$ cat config.mk
export PLATFORM = sky130hd
export DESIGN_NAME = redmule_ctrl
export DESIGN_NICKNAME = d
export VERILOG_FILES = /design/src/hw/redmule_pkg.sv /design/src/hw/redmule_ctrl.sv
export SDC_FILE = /design/constraint.sdc
export NUM_CORES = 1
export LEC_CHECK = 0
export BUFFER_PORTS_ARGS = -buffer_cell sky130_fd_sc_hd__buf_2
export CAP_MARGIN = 30
export CORE_AREA = 4 4 53 65
export CTS_CLUSTER_DIAMETER = 200
export DETAILED_ROUTE_END_ITERATION = 8
export DIE_AREA = 0 0 57 69
export GPL_ROUTABILITY_DRIVEN = 1
export PLACE_DENSITY = 0.76
export SYNTH_ARGS = -nofsm -noshare
export SYNTH_HDL_FRONTEND = slang
export SYNTH_SLANG_ARGS = --single-unit
$ cat constraint.sdc
create_clock -name clk_i -period 2.1 [get_ports clk_i]
set_input_delay 0.63 -clock clk_i [delete_from_list [all_inputs] [get_ports clk_i]]
set_output_delay 0.63 -clock clk_i [all_outputs]
set_load 0.02 [all_outputs]
$ cat src/hw/redmule_pkg.sv
// ----------------------------------------
// RedMulE package
// Array sizes, register map, scheduler
// states and the shared packed structs
// ----------------------------------------
`default_nettype none

package redmule_pkg;

  // Array geometry and element widths
  localparam int unsigned WIDTH  = 4;
  localparam int unsigned HEIGHT = 4;
  localparam int unsigned DATA_W = 8;
  localparam int unsigned PROD_W = 2 * DATA_W;
  localparam int unsigned ACC_W  = 32;
  localparam int unsigned ROW_W  = $clog2(WIDTH);

  // Register port
  localparam int unsigned K_W        = 8;
  localparam int unsigned REG_ADDR_W = 8;
  localparam int unsigned BUS_W      = 32;

  localparam logic [REG_ADDR_W-1:0] REG_K_OFFSET       = 'h00;
  localparam logic [REG_ADDR_W-1:0] REG_TRIGGER_OFFSET = 'h54;
  localparam logic [REG_ADDR_W-1:0] REG_STATUS_OFFSET  = 'h0C;

  typedef logic [WIDTH-1:0][DATA_W-1:0]  x_col_t;
  typedef logic [HEIGHT-1:0][DATA_W-1:0] w_row_t;
  typedef logic [HEIGHT-1:0][ACC_W-1:0]  acc_row_t;
  typedef acc_row_t [WIDTH-1:0]          tile_t;

  // wen low means write
  typedef struct packed {
    logic                  req;
    logic                  wen;
    logic [REG_ADDR_W-1:0] addr;
    logic [BUS_W-1:0]      data;
  } periph_req_t;

  typedef struct packed {
    logic             gnt;
    logic             r_valid;
    logic [BUS_W-1:0] r_data;
  } periph_rsp_t;

  typedef struct packed {
    logic [K_W-1:0] k;
  } job_cfg_t;

  typedef struct packed {
    logic             bias_load;
    logic [ROW_W-1:0] bias_row;
    logic             in_valid;
    logic             flush;
  } engine_ctrl_t;

  typedef enum logic [2:0] {
    IDLE,
    LOAD_BIAS,
    COMPUTE,
    DRAIN,
    STORE
  } sched_state_e;

endpackage

`default_nettype wire

$ cat src/hw/redmule_ctrl.sv
// ----------------------------------------
// RedMulE controller
// Register file with K, trigger and status
// plus the busy flag and done event
// ----------------------------------------
`default_nettype none

module redmule_ctrl (
  input  wire                      clk_i,
  input  wire                      arst_n_i,
  input  redmule_pkg::periph_req_t periph_req_i,
  output redmule_pkg::periph_rsp_t periph_rsp_o,
  input  wire                      done_i,
  output logic                     start_o,
  output redmule_pkg::job_cfg_t    job_cfg_o,
  output logic                     busy_o,
  output logic                     evt_o
);

  logic [redmule_pkg::K_W-1:0]   k_q;
  logic                          busy_q;
  logic                          evt_q;
  logic                          r_valid_q;
  logic [redmule_pkg::BUS_W-1:0] r_data_q;
  logic [redmule_pkg::BUS_W-1:0] r_data_d;
  logic                          wr;
  logic                          rd;

  assign wr = periph_req_i.req & ~periph_req_i.wen;
  assign rd = periph_req_i.req &  periph_req_i.wen;

  // A trigger only counts while idle
  assign start_o = wr & ~busy_q & (periph_req_i.addr == redmule_pkg::REG_TRIGGER_OFFSET);

  always_ff @(posedge clk_i or negedge arst_n_i) begin
    if (!arst_n_i) begin
      k_q    <= '0;
      busy_q <= 1'b0;
      evt_q  <= 1'b0;
    end else begin
      if (wr && !busy_q && periph_req_i.addr == redmule_pkg::REG_K_OFFSET) begin
        k_q <= periph_req_i.data[redmule_pkg::K_W-1:0];
      end
      if (start_o) begin
        busy_q <= 1'b1;
      end else if (done_i) begin
        busy_q <= 1'b0;
      end
      // Event lines up with the fall of busy
      evt_q <= done_i;
    end
  end

  always_comb begin
    r_data_d = '0;
    if (periph_req_i.addr == redmule_pkg::REG_STATUS_OFFSET) begin
      r_data_d[0] = busy_q;
    end else if (periph_req_i.addr == redmule_pkg::REG_K_OFFSET) begin
      r_data_d[redmule_pkg::K_W-1:0] = k_q;
    end
  end

  // Read data comes back one cycle after the request
  always_ff @(posedge clk_i or negedge arst_n_i) begin
    if (!arst_n_i) begin
      r_valid_q <= 1'b0;
    end else begin
      r_valid_q <= rd;
    end
  end

  always_ff @(posedge clk_i) begin
    if (rd) begin
      r_data_q <= r_data_d;
    end
  end

  assign periph_rsp_o.gnt     = periph_req_i.req;
  assign periph_rsp_o.r_valid = r_valid_q;
  assign periph_rsp_o.r_data  = r_data_q;

  assign job_cfg_o.k = k_q;
  assign busy_o      = busy_q;
  assign evt_o       = evt_q;

endmodule

`default_nettype wire

== Yosys cells after proc, flatten, opt, wreduce, memory -nomap -nowiden ==
Cells that the tools add are included.

* Eq/ne operators: 2
* Mux-type cells: 4
* Bitwise gates (word level): 7
* Reduce and logical (&&, ||, !) cells: 6

{| class="wikitable"
|+ Operators with widths
! cell !! count
|-
| 8-bit by 4-bit equality test with 1-bit output (second input constant) || 1
|-
| 8-bit by 7-bit equality test with 1-bit output (second input constant) || 1
|-
| 8-bit logical NOT || 1
|-
| 1-bit AND || 4
|-
| 1-bit two-way mux || 4
|-
| 1-bit NOT || 3
|-
| 1-bit logical AND || 2
|-
| 2-bit nonzero test || 1
|-
| 2-bit OR reduction || 1
|-
| 1-bit logical NOT || 1
|}

* Register bits after elaboration: 19
* Input bits: 45
* Output and inout bits: 45
* Word-level logic and storage cells: 25

== Logic depth before layout (Yosys ltp) ==
Gate-level depths: netlist of the first run.

* Depth in word-level cells: 5
* Gate-level depth with buffers: 3
* Mapped depth without buffers: 3

== Least setup slack after synthesis of the first run ==
Ideal clock, no wire load.

* Kind: input to output
* Start: input periph_req_i[33] (netlist bit)
* End: output start_o
* Data arrival time: 1400 ps
* Data required time: 1470 ps
* Setup slack: 70 ps
* Stages: 2
* Buffers on the path: 0
* Path through: nor4_4 > and3_1

* Word-level cells in the longest chain between the ends: 2

{| class="wikitable"
|+ Ends and longest elaborated chain
! item !! line !! RTL
|-
| from (decl) || redmule_ctrl.sv:11 || <nowiki>input redmule_pkg::periph_req_t periph_req_i,</nowiki>
|-
| 8-bit by 7-bit equality test with 1-bit output || redmule_ctrl.sv:33 || <nowiki>assign start_o = wr & ~busy_q & (periph_req_i.addr == redmule_pkg::REG_TRIGGER_OFFSET);</nowiki>
|-
| 1-bit AND || redmule_ctrl.sv:33 ||
|-
| to (decl) || redmule_ctrl.sv:14 || <nowiki>output logic start_o,</nowiki>
|}

Every way passes these cells.

== Worst setup path in the final report of the first run ==
* Start: input periph_req_i[32] (netlist bit)
* End: output start_o

Same word-level chain as after synthesis.

==> results of run 1 <==
==> registers in the layout (all words and copies together) (netlist names) <==
| name | flops |
|---|---|
| busy_o | 1 |
| job_cfg_o | 8 |
| r_data_q | 8 |
| evt_o | 1 |
| r_valid_q | 1 |
==> power by group <==
part | internal [uW] | switching [uW] | total (uW)
Combinational | 33.1 | 82.9 | 116
Sequential | 397 | 3.96 | 401
Clock | 70.7 | 106 | 176
==> cell usage after synthesis, drive strengths merged <==
cell type	count	area, sq um
buf	26	195
dfrtp	11	275
and3	8	58.8
edfxtp	8	240
mux2	8	90.1
nor3b	2	15.0
nor4	2	42.5
a21o	1	7.51
a31oi	1	6.26
and2	1	6.26
and4b	1	11.3
conb	1	3.75
inv	1	3.75
nand3	1	17.5
nor4b	1	8.76
==> logic make-up after synthesis <==
family,after synthesis,synth area share [%]
multiplexers,8,9.17
buffers and inverters,27,20.3
other,1,0.382
flip-flops,19,52.5
AO/OA/AOI/OAI,2,1.40
AND/OR/NAND/NOR,16,16.3
==> final cells by class <==
| class | instances | area share, % |
|---|---|---|
| Sequential cell | 19 | 42.8 |
| Multi-Input combinational cell | 50 | 29.8 |
| Timing Repair Buffer | 46 | 21.2 |
| Tap cell | 34 | 3.53 |
| Clock buffer | 3 | 1.87 |
| Clock inverter | 1 | 0.416 |
| Inverter | 1 | 0.312 |
==> layer usage <==
| layer | global-route usage, % | vias to the layer above |
|---|---|---|
| met2 | 16.8 | 39 |
| met3 | 2.43 | 2 |
| met1 | 8.27 | 290 |
| li1 | - | 301 |
| met5 | 0 | - |
| met4 | 3.09 | 0 |
==> worst max-delay path: stages <==
cell	delay [ns]
sky130_fd_sc_hd__buf_2	0.11
sky130_fd_sc_hd__nor4_4	0.23
sky130_fd_sc_hd__buf_4	0.15
sky130_fd_sc_hd__and3_4	0.18
sky130_fd_sc_hd__buf_6	0.11
==> cell usage in the layout, fill, tap and decap left out <==
cell,count
sky130_fd_sc_hd__a21o_1,1
sky130_fd_sc_hd__nor3b_1,2
sky130_fd_sc_hd__buf_2,39
sky130_fd_sc_hd__inv_1,1
sky130_fd_sc_hd__buf_6,2
sky130_fd_sc_hd__and2_1,1
sky130_fd_sc_hd__nand3_4,1
sky130_fd_sc_hd__dfrtp_1,11
sky130_fd_sc_hd__clkbuf_4,3
sky130_fd_sc_hd__and4b_2,1
sky130_fd_sc_hd__and3_4,1
sky130_fd_sc_hd__buf_4,5
sky130_fd_sc_hd__nor4_4,2
sky130_fd_sc_hd__clkinv_2,1
sky130_fd_sc_hd__and3_2,7
sky130_fd_sc_hd__a31oi_1,1
sky130_fd_sc_hd__conb_1,24
sky130_fd_sc_hd__mux2_2,8
sky130_fd_sc_hd__nor4b_1,1
sky130_fd_sc_hd__edfxtp_1,8
==> per-stage QoR <==
stage | hold slack, ns | area [sq um] | cells | power [uW]
2_1_floorplan | 0.334 | 1070 | 96 | 512
3_3_place_gp | 0.503 | 1150 | 149 | 520
3_5_place_dp | 0.514 | 1150 | 149 | 522
4_1_cts | 0.200 | 1190 | 154 | 697
5_1_grt | 0.194 | 1200 | 154 | 724
6_report | 0.193 | 1200 | 154 | 693
==> repair_timing <==
action                                  in CTS  in global routing
cloned                                       0                  0
endpoints found under the setup margin       1                  1
resized for setup                            1                  3
setup buffers                                1                  0
pin swaps                                    0                  1
==> path summary, 6_finish.rpt <==
kind                                        from            to  slack [ns]
worst max-delay path            periph_req_i[32]       start_o        0.05
worst min-delay path                    arst_n_i  job_cfg_o[1]        0.19
worst max register to register            busy_o  job_cfg_o[4]        0.72
worst min register to register      job_cfg_o[0]  job_cfg_o[0]        0.53
max in group asynchronous               arst_n_i        busy_o        1.70
min in group clk_i                        done_i         evt_o        0.46
==> results by stage, run 1 <==
Status:
- The flow ran to the end, and the final reports show no timing, DRC or antenna violations.

Detailed routing:
- The detail-routed net length per standard cell is 11.4 microns.
- The uppermost layer routed is met4.
- In the final routing, the length of wire on met1 measures 579 microns.
- The iteration-0 DRC count of the detailed router is 19.
- The count of TritonRoute iterations in the first routing pass is 4.
- The detailed router placed 632 vias in this run.
- The count of nets left with antenna violations after detail routing is 0.
- For this run, design rule violations remaining after detail routing come to 0.
- The wire length after detailed routing is 1750 microns.
- Wire segments on met3 add up to 208 microns in the final route.
- Summed over all nets, wire length on met2 after detailed routing comes to 947 microns.
- After detailed routing, the number of vias per cell comes to 4.10.

Clock network:
- The number of hold buffers added after CTS was 0.
- The clock passes through at most 2 buffers.
- For the worst-skew pair, the clock arrives at the later sink with an insertion delay of 0.29 ns.
- The cell at the root of the clock tree is sky130_fd_sc_hd__clkbuf_4.
- Clock-pin slew was measured on the worst setup and hold paths at 0.11 ns.
- Clock tree synthesis found a total of 19 sinks.
- The CTS tree is yes.
- Counting the buffers created by CTS gives 3.
- The H-tree level count is 1.

Setup path:
- The worst setup path is of the in -> out kind.
- For the worst setup path, the data required time is 1.47 ns.
- The arrival time at the worst endpoint is 1.42 ns.
- The element type at the critical path start is an input pin.
- Counting cells, the worst reg-to-reg path comes to 4.
- The capturing element type of the critical path is a primary output.
- Along the worst path, the maximum fanout reaches 2.

Timing:
- The time the final worst path needs with I/O delays and setup is 2.05 ns.
- After layout, the worst setup slack is 0.0480 ns.
- On the final layout, the worst clock skew is 0.00455 ns.
- The number of hold-slack violations in the final timing report is 0.
- For this run, the top clock speed supported by timing is 0.487 GHz.
- The portion of the clock cycle consumed by the worst path in the final layout is 97.7%.
- Setup violations remaining at the end of the flow were counted as 0.
- The max-slew violation total from the final report is 0.
- Setup repair after global routing left no endpoint under its margin.
- Adding up every negative setup slack in the final design gives 0 ns.

Power:
- The peak supply drop is 0.000308 V.
- Summed over all cells, the static leakage comes to 0.000656 uW.
- The ratio of total power to cell area is 576 mW/mm^2.

Synth:
- Counting distinct cell types in the post-synthesis netlist gives 16.
- During synthesis, Yosys emitted a total of 0 warnings.
- Counting flops and latches in the post-synthesis netlist gives 19.
- Synthesis produced 73 cells.
- The portion of the post-synthesis area used by sequential elements is 52.5%.
- In this run the cell area of the synthesized design comes to 982 sq um.
- The average size of a mapped cell is 13.5 sq um.

GRT:
- The via count of the first global-routing pass is 626.
- The wire length of the first global-routing pass is 2750 microns.
- The initial antenna violation count is 0.
- Global routing finished with a remaining overflow of 0.
- The global router's overall resource usage is 8.64%.
- Entering global routing, the biggest net connects 12 pins.

Finish:
- Fill cells in the final layout number 273.
- Relative to the synthesized area, the layout overhead comes to 22.5%.
- The fraction of final layout cells with drive strength greater than 1 is 58.3%.
- The repair_antennas step left the layout with diodes totalling 0.
- In the final layout, flip-flops and latches occupy 515 sq um.
- The end-of-flow core utilization is 43.2%.
- The final layout net count is 166.
- In the final layout, the multi-input gates occupy 359 sq um.

Min path:
- The tightest min-delay check is of the in -> async type.

Floorplan:
- The area of the die is 0.00393 sq mm.
- Row generation in the floorplan step produced 21 rows.
- Measured along the x axis, the die boundary spans 57 microns.
- After floorplanning, the core was sized to cover 0.00279 sq mm.
- For this design the top-level I/O count stands at 90.
- Once the floorplan was initialized, standard cells occupied 35.3% of the core.
- The die is 69 microns tall.

Placed design:
- The final estimated routing congestion in global placement is 0.755.
- Once detailed placement completed, the half-perimeter wirelength came to 1460 microns.
- Port buffering added 41 buffers.
- Timing analysis after detailed placement gives a worst setup slack of -0.0504 ns.

Job:
- Across the run, the number of max-cap violations was 0.
Note: power is estimated with default switching activity, not from simulation.
==> run 2, diff against run 1 <==
--- a/config.mk
+++ b/config.mk
@@ -13,6 +13,7 @@
 export DIE_AREA = 0 0 57 69
 export GPL_ROUTABILITY_DRIVEN = 1
 export PLACE_DENSITY = 0.76
+export SKIP_CTS_REPAIR_TIMING = 1
 export SYNTH_ARGS = -nofsm -noshare
 export SYNTH_HDL_FRONTEND = slang
 export SYNTH_SLANG_ARGS = --single-unit
==> constraint.sdc (replaced) <==
create_clock -name clk_i -period 2.1 [get_ports clk_i]
set_input_delay 0.315 -clock clk_i [delete_from_list [all_inputs] [get_ports clk_i]]
set_output_delay 0.315 -clock clk_i [all_outputs]
set_load 0.02 [all_outputs]
==> results by stage, run 2 (same netlist as run 1, synthesis figures left out) <==
Status:
- The flow ran to the end, and the final reports show no timing, DRC or antenna violations.

Timing:
- The max-slew violation total from the final report is 0 (unchanged).
- For the pin with the worst max-slew slack, the measured transition is 0.501 ns.
- In this run the tightest slew margin relative to its limit is 66.3%.
- The number of failing setup endpoints in the final timing report is 0 (unchanged).
- Setup repair after global routing left no endpoint under its margin.
- The time the final worst path needs with I/O delays and setup is 1.85 ns (-0.207 ns).
- The portion of the clock cycle consumed by the worst path in the final layout was 87.9% (-9.9 points).
- The sum of negative setup slack is 0 ns (unchanged).
- The number of hold-slack violations in the final timing report is 0 (unchanged).
- The maximum clock rate was 0.542 GHz (+11%).
- The clock tree skew after final layout was 0.00141 ns (-0.00314 ns).

Min path:
- Along the worst hold path, the cell count comes to 1.
- In this run the worst hold path is classified as in -> reg.

Setup path:
- Following the worst setup path forward leads to its endpoint at start_o.
- STA classifies the critical path endpoint as a primary output.
- The maximum net fanout on the critical path is 4 (+2).
- The arrival time at the worst endpoint was 1.53 ns (+0.11 ns).
- The endpoint identified for the worst register-to-register timing path is job_cfg_o[5].
- The setup slack of the most critical reg-to-reg path is 0.62 ns (-0.10 ns).
- The required time reported for the critical path endpoint is 1.78 ns (+0.31 ns).
- The worst setup path is launched from a register.
- Tracing the worst setup path back leads to its startpoint at busy_o.
- The depth of the most critical reg-to-reg path is 3 (-1).
- The critical setup path kind is reg -> out.
- The startpoint identified for the worst register-to-register timing path is busy_o.

Detailed routing:
- The number of DRC violations after detailed routing came to 0 (unchanged).
- The detail-routed net length per standard cell is 11.0 microns (-2.7%).
- The total length of routed met2 wires is 915 microns (-3.4%).
- The routed metal-1 wirelength is 525 microns (-9.3%).
- The highest layer touched by signal routing is met3.
- The via density per instance is 4.13 (+0.55%).
- The count of TritonRoute iterations in the first routing pass came to 2 (-2).
- The count of nets left with antenna violations after detail routing is 0 (unchanged).
- The routed wire length on met3 was 217 microns (+4.3%).
- The wire length after detailed routing came to 1660 microns (-5.2%).
- The iteration-0 DRC count of the detailed router is 15 (-4).
- The routed via count came to 619 (-2.1%).

Placed design:
- The final estimated routing congestion in global placement came to 0.745 (-1.3%).
- The total half-perimeter wirelength after legalization and detailed placement is 1450 microns (-0.88%).
- The instance count after placement with tap cells included is 145 (-2.7%).
- The quantity of I/O buffers inserted on ports is 41 (unchanged).

Power:
- The leakage power summed over all cells is 0.000630 uW (-3.9%).
- The ratio of total power to cell area is 593 mW/mm^2 (+2.9%).
- The peak supply drop was 0.000286 V (-7.1%).

Finish:
- The fraction of final layout cells with drive strength greater than 1 is 54.3% (-4.0 points).
- The leading cell type in the layout, fill and taps excluded is sky130_fd_sc_hd__buf_2.
- The end-of-flow core utilization is 41.6% (-1.7 points).
- Compared with the post-synthesis result, the final layout area differs by 17.8%.
- The antenna diode count is 0 (unchanged).
- The fill cell total of the finished layout came to 269 (-1.5%).
- The library cells used most frequently in the layout, excluding fill and tap cells, are 41 x sky130_fd_sc_hd__buf_2, 24 x sky130_fd_sc_hd__conb_1, 11 x sky130_fd_sc_hd__dfrtp_1, 8 x sky130_fd_sc_hd__mux2_2, 8 x sky130_fd_sc_hd__edfxtp_1.
- The non-filler instance count after layout was 150 (-2.6%).
- The final layout net count was 162 (-2.4%).

Clock network:
- The cell at the root of the clock tree is sky130_fd_sc_hd__clkbuf_4.
- The clock sink total is 19 (unchanged).
- The CTS tree is yes.
- The clock network latency to the later pin of the worst-skew pair came to 0.28 ns (about the same).
- The H-tree level count is 1 (unchanged).
- The post-CTS clock slew at the launch and capture registers of the worst setup and hold paths came to 0.10 ns (about the same).
- The number of buffers added by the clock tree synthesis step is 3 (unchanged).
- The maximum buffer depth of the clock tree is 2 (unchanged).

GRT:
- The global router's overall resource usage is 8.30% (-0.33 points).
- The global route total overflow is 0 (unchanged).
- The initial antenna violation count was 0 (unchanged).
- The largest net degree at the start of global routing is 12 (unchanged).
- The via count of the first global-routing pass is 595 (-5.0%).
- The wire length of the first global-routing pass is 2650 microns (-3.5%).

Floorplan:
- The total number of placement rows is 21 (unchanged).
- The area of the die is 0.00393 sq mm (unchanged).
- The chip height is 69 microns (unchanged).
- The initial standard-cell utilization of the core is 35.3% (unchanged).
- The placeable core area is 0.00279 sq mm (unchanged).
- The die extent in x is 57 microns (unchanged).
- The I/O pin count was 90 (unchanged).

Job:
- The max-capacitance violation count is 0 (unchanged).
## run 2: changes by cell type in the layout (fill, tap and decap cells not counted), sizes merged
cell,delta
buf,-5
dlygate4sd3,+1
clkbuf,+1
clkinv,-1
## run 2: metal layers
metal / GRT usage [%] / up-vias
met1: 7.70 / 290
met4: 3.09 / 0
met3: 2.24 / 0
met5: 0 / -
li1: - / 292
met2: 16.4 / 37
## run 2: worst max-delay path, cell delays in order, from the launching register on
cell and delay, ns:
sky130_fd_sc_hd__dfrtp_1 0.42, sky130_fd_sc_hd__nor3b_1 0.40, sky130_fd_sc_hd__and3_1 0.25, sky130_fd_sc_hd__buf_2 0.17
## run 2: metrics by stage
stage	power (uW)	setup WS (ns)	instance area [sq um]	hold slack (ns)
2_1_floorplan	512	0.623	1070	0.0194
3_3_place_gp	516	0.427	1120	0.196
3_5_place_dp	519	0.414	1120	0.202
4_1_cts	692	0.244	1150	-0.117
5_1_grt	723	0.176	1160	0.128
6_report	686	0.255	1160	0.148
## run 2: layout make-up
class	count	area (sq um)	area share [%]
repair buffers	42	215	18.6
clock buffers	4	26.3	2.27
flip-flops and latches	19	515	44.5
multi-input cells	50	354	30.6
inverters	1	3.75	0.324
well taps	34	42.5	3.68
## run 2: worst min-delay path by stage
stage / start / end / slack (ns)
6_report: done_i / evt_o / 0.15
5_1_grt: done_i / evt_o / 0.13
4_1_cts: arst_n_i / r_valid_q / -0.12
3_5_place_dp: arst_n_i / r_valid_q / 0.20
3_3_place_gp: arst_n_i / r_valid_q / 0.20
2_1_floorplan: arst_n_i / busy_o / 0.02
## run 2: power by group
group / total (uW) / internal, uW / switching [uW]
combinational: 111 / 29.6 / 81.8
sequential: 401 / 397 / 3.95
clock: 173 / 73.7 / 99.7
==> run 3, diff against run 2 <==
--- a/config.mk
+++ b/config.mk
@@ -7,12 +7,12 @@
 export LEC_CHECK = 0
 export BUFFER_PORTS_ARGS = -buffer_cell sky130_fd_sc_hd__buf_2
 export CAP_MARGIN = 30
-export CORE_AREA = 4 4 53 65
+export CORE_AREA = 4 4 54 66
 export CTS_CLUSTER_DIAMETER = 200
 export DETAILED_ROUTE_END_ITERATION = 8
-export DIE_AREA = 0 0 57 69
+export DIE_AREA = 0 0 58 70
 export GPL_ROUTABILITY_DRIVEN = 1
-export PLACE_DENSITY = 0.76
+export PLACE_DENSITY = 0.73
 export SKIP_CTS_REPAIR_TIMING = 1
 export SYNTH_ARGS = -nofsm -noshare
 export SYNTH_HDL_FRONTEND = slang
==> results by stage, run 3 (same netlist as run 1, synthesis figures left out) <==
Floorplan:
- The total number of placement rows came to 22 (+4.8%).
- The I/O pin count is 90 (unchanged).
- The initial standard-cell utilization of the core is 33.0% (-2.2 points).
- The die extent in x was 58 microns (+1.8%).
- The area of the die is 0.00406 sq mm (+3.2%).
- The chip height is 70 microns (+1.4%).
- The placeable core area is 0.00297 sq mm (+6.7%).

Finish:
- The final layout net count is 162 (unchanged).
- The post-route cell area was 0.00116 sq mm (+0.32%).
- The area of all sequential standard cells came to 515 sq um (unchanged).
- The area of combinational cells with multiple inputs came to 354 sq um (unchanged).
- The fraction of final layout cells with drive strength greater than 1 is 55.2% (+0.86 points).
- The fill cell total of the finished layout is 291 (+8.2%).
- The antenna diode count came to 0 (unchanged).
- The library cell used most frequently in the layout, excluding fill and tap cells, is sky130_fd_sc_hd__buf_2.
- The library cells used most frequently in the layout, excluding fill and tap cells, are 41 x sky130_fd_sc_hd__buf_2, 24 x sky130_fd_sc_hd__conb_1, 11 x sky130_fd_sc_hd__dfrtp_1, 8 x sky130_fd_sc_hd__mux2_2, 8 x sky130_fd_sc_hd__edfxtp_1.
- The area added between synthesis and finish is 18.2%.

Min path:
- The type of the worst min-delay path is in -> reg.

GRT:
- The largest net degree at the start of global routing is 12 (unchanged).
- The wire length of the first global-routing pass is 2700 microns (+1.8%).
- The global router's overall resource usage is 8.59% (+0.29 points).
- The initial antenna violation count was 0 (unchanged).
- The via count of the first global-routing pass is 610 (+2.5%).
- The global route total overflow is 0 (unchanged).

Clock network:
- The maximum buffer depth of the clock tree came to 2 (unchanged).
- The tree is rooted in a sky130_fd_sc_hd__clkbuf_4.
- The H-tree level count is 1 (unchanged).
- The number of buffers added by the clock tree synthesis step came to 3 (unchanged).
- The clock sink total is 19 (unchanged).
- The clock network latency to the later pin of the worst-skew pair is 0.29 ns (about the same).
- The CTS tree is yes.
- The post-CTS clock slew at the launch and capture registers of the worst setup and hold paths was 0.10 ns (about the same).

Setup path:
- The capturing element type of the critical path is a primary output.
- The total stage count of the critical path came to 3 (unchanged).
- The destination of the worst register-to-register timing path is job_cfg_o[7].
- The setup path with the least slack is of type reg -> out.
- In this run the critical register-to-register path is launched from busy_o.
- The cell class contributing the biggest share of worst-path delay is simple AND/OR/NAND/NOR gates.
- The depth of the most critical reg-to-reg path is 3 (unchanged).
- The largest incremental delay on the critical path is 0.42 ns (about the same).
- Walking the worst path, the cells encountered are nor3b_1 > and3_1 > buf_2.
- In this run the worst setup path terminates at start_o.
- The maximum net fanout on the critical path is 4 (unchanged).
- The beginning of the critical path is busy_o.
- The element type at the critical path start is a register.
- The worst path buffer plus inverter count is 1 (unchanged).
- The highest-delay cell along the critical path is sky130_fd_sc_hd__dfrtp_1.
- The required time reported for the critical path endpoint is 1.78 ns (about the same).
- The arrival time at the worst endpoint is 1.51 ns (-0.02 ns).
- The setup slack of the most critical reg-to-reg path is 0.68 ns (+0.06 ns).

Placed design:
- The quantity of I/O buffers inserted on ports is 41 (unchanged).
- The placed instance area came to 0.00112 sq mm (+0.22%).
- The final estimated routing congestion in global placement is 0.786 (+5.4%).
- The total half-perimeter wirelength after legalization and detailed placement came to 1530 microns (+6.0%).

Detailed routing:
- The total length of routed met2 wires is 912 microns (-0.33%).
- The wire length after detailed routing is 1780 microns (+7.6%).
- The count of nets left with antenna violations after detail routing is 0 (unchanged).
- The iteration-0 DRC count of the detailed router came to 9 (-6).
- The via density per instance was 4.13 (about the same).
- The detail-routed net length per standard cell is 11.7 microns (+6.2%).
- The number of DRC violations after detailed routing is 0 (unchanged).
- The routed via count is 627 (+1.3%).
- The routed wire length on met3 is 281 microns (+29%).
- The routed metal-1 wirelength was 579 microns (+10%).
- The count of TritonRoute iterations in the first routing pass was 4 (+2).
- The uppermost layer routed is met4.

Timing:
- The sum of negative setup slack is 0 ns (unchanged).
- The maximum clock rate came to 0.548 GHz (+1.0%).
- The number of failing setup endpoints in the final timing report is 0 (unchanged).
- The number of hold-slack violations in the final timing report is 0 (unchanged).
- The max-slew violation total from the final report is 0 (unchanged).
- The portion of the clock cycle consumed by the worst path in the final layout came to 87.0% (-0.89 points).
- Setup repair after global routing left no endpoint under its margin.
- The relative max-transition margin was 64.0% (-2.3 points).
- The clock tree skew after final layout came to 0.00748 ns (+0.00607 ns).
- The slew at the pin with the worst max-slew slack is 0.536 ns (+0.0346 ns).
- The worst hold slack is 0.142 ns (-0.00598 ns).
- The time the final worst path needs with I/O delays and setup is 1.83 ns (-0.0186 ns).

Status:
- The run finished with clean final reports.

Job:
- The max-capacitance violation count is 0 (unchanged).

Power:
- The ratio of total power to cell area is 596 mW/mm^2 (+0.51%).
- The peak supply drop is 0.000286 V (+0.11%).
- The leakage power summed over all cells was 0.000633 uW (+0.43%).
run 3: layout make-up:
| class | instances | share of cell area [%] |
|---|---|---|
| Sequential cell | 19 | 44.4 |
| Multi-Input combinational cell | 50 | 30.5 |
| Timing Repair Buffer | 42 | 18.5 |
| Tap cell | 36 | 3.88 |
| Clock buffer | 3 | 1.94 |
| Clock inverter | 1 | 0.431 |
| Inverter | 1 | 0.323 |
run 3: worst min-delay path by stage:
stage | start | endpoint | cells after the start
2_1_floorplan | arst_n_i | busy_o | 0
3_5_place_dp | arst_n_i | busy_o | 1
3_3_place_gp | arst_n_i | r_valid_q | 1
5_1_grt | done_i | evt_o | 1
4_1_cts | arst_n_i | job_cfg_o[1] | 1
6_report | done_i | evt_o | 1
run 3: power by group:
part           internal [uW]  leakage, uW  switching [uW]
clock                   70.7    0.0000177             108
sequential               397     0.000227            4.13
combinational           29.7     0.000388            82.0
run 3: per-layer routing:
metal / track usage (%) / vias to the layer above
li1: - / 294
met1: 9.07 / 285
met2: 15.6 / 46
met3: 2.03 / 2
met4: 3.87 / 0
met5: 0 / -
run 3: stage by stage:
stage                     std cells  power, uW  util (%)  setup slack (ns)
after floorplan                  96        512         -             0.623
after global placement          147        516      37.8             0.408
after detailed placement        147        519      37.8             0.369
after CTS                       151        693      38.7             0.256
after global routing            152        721      39.1             0.166
final                           152        692      39.1             0.274
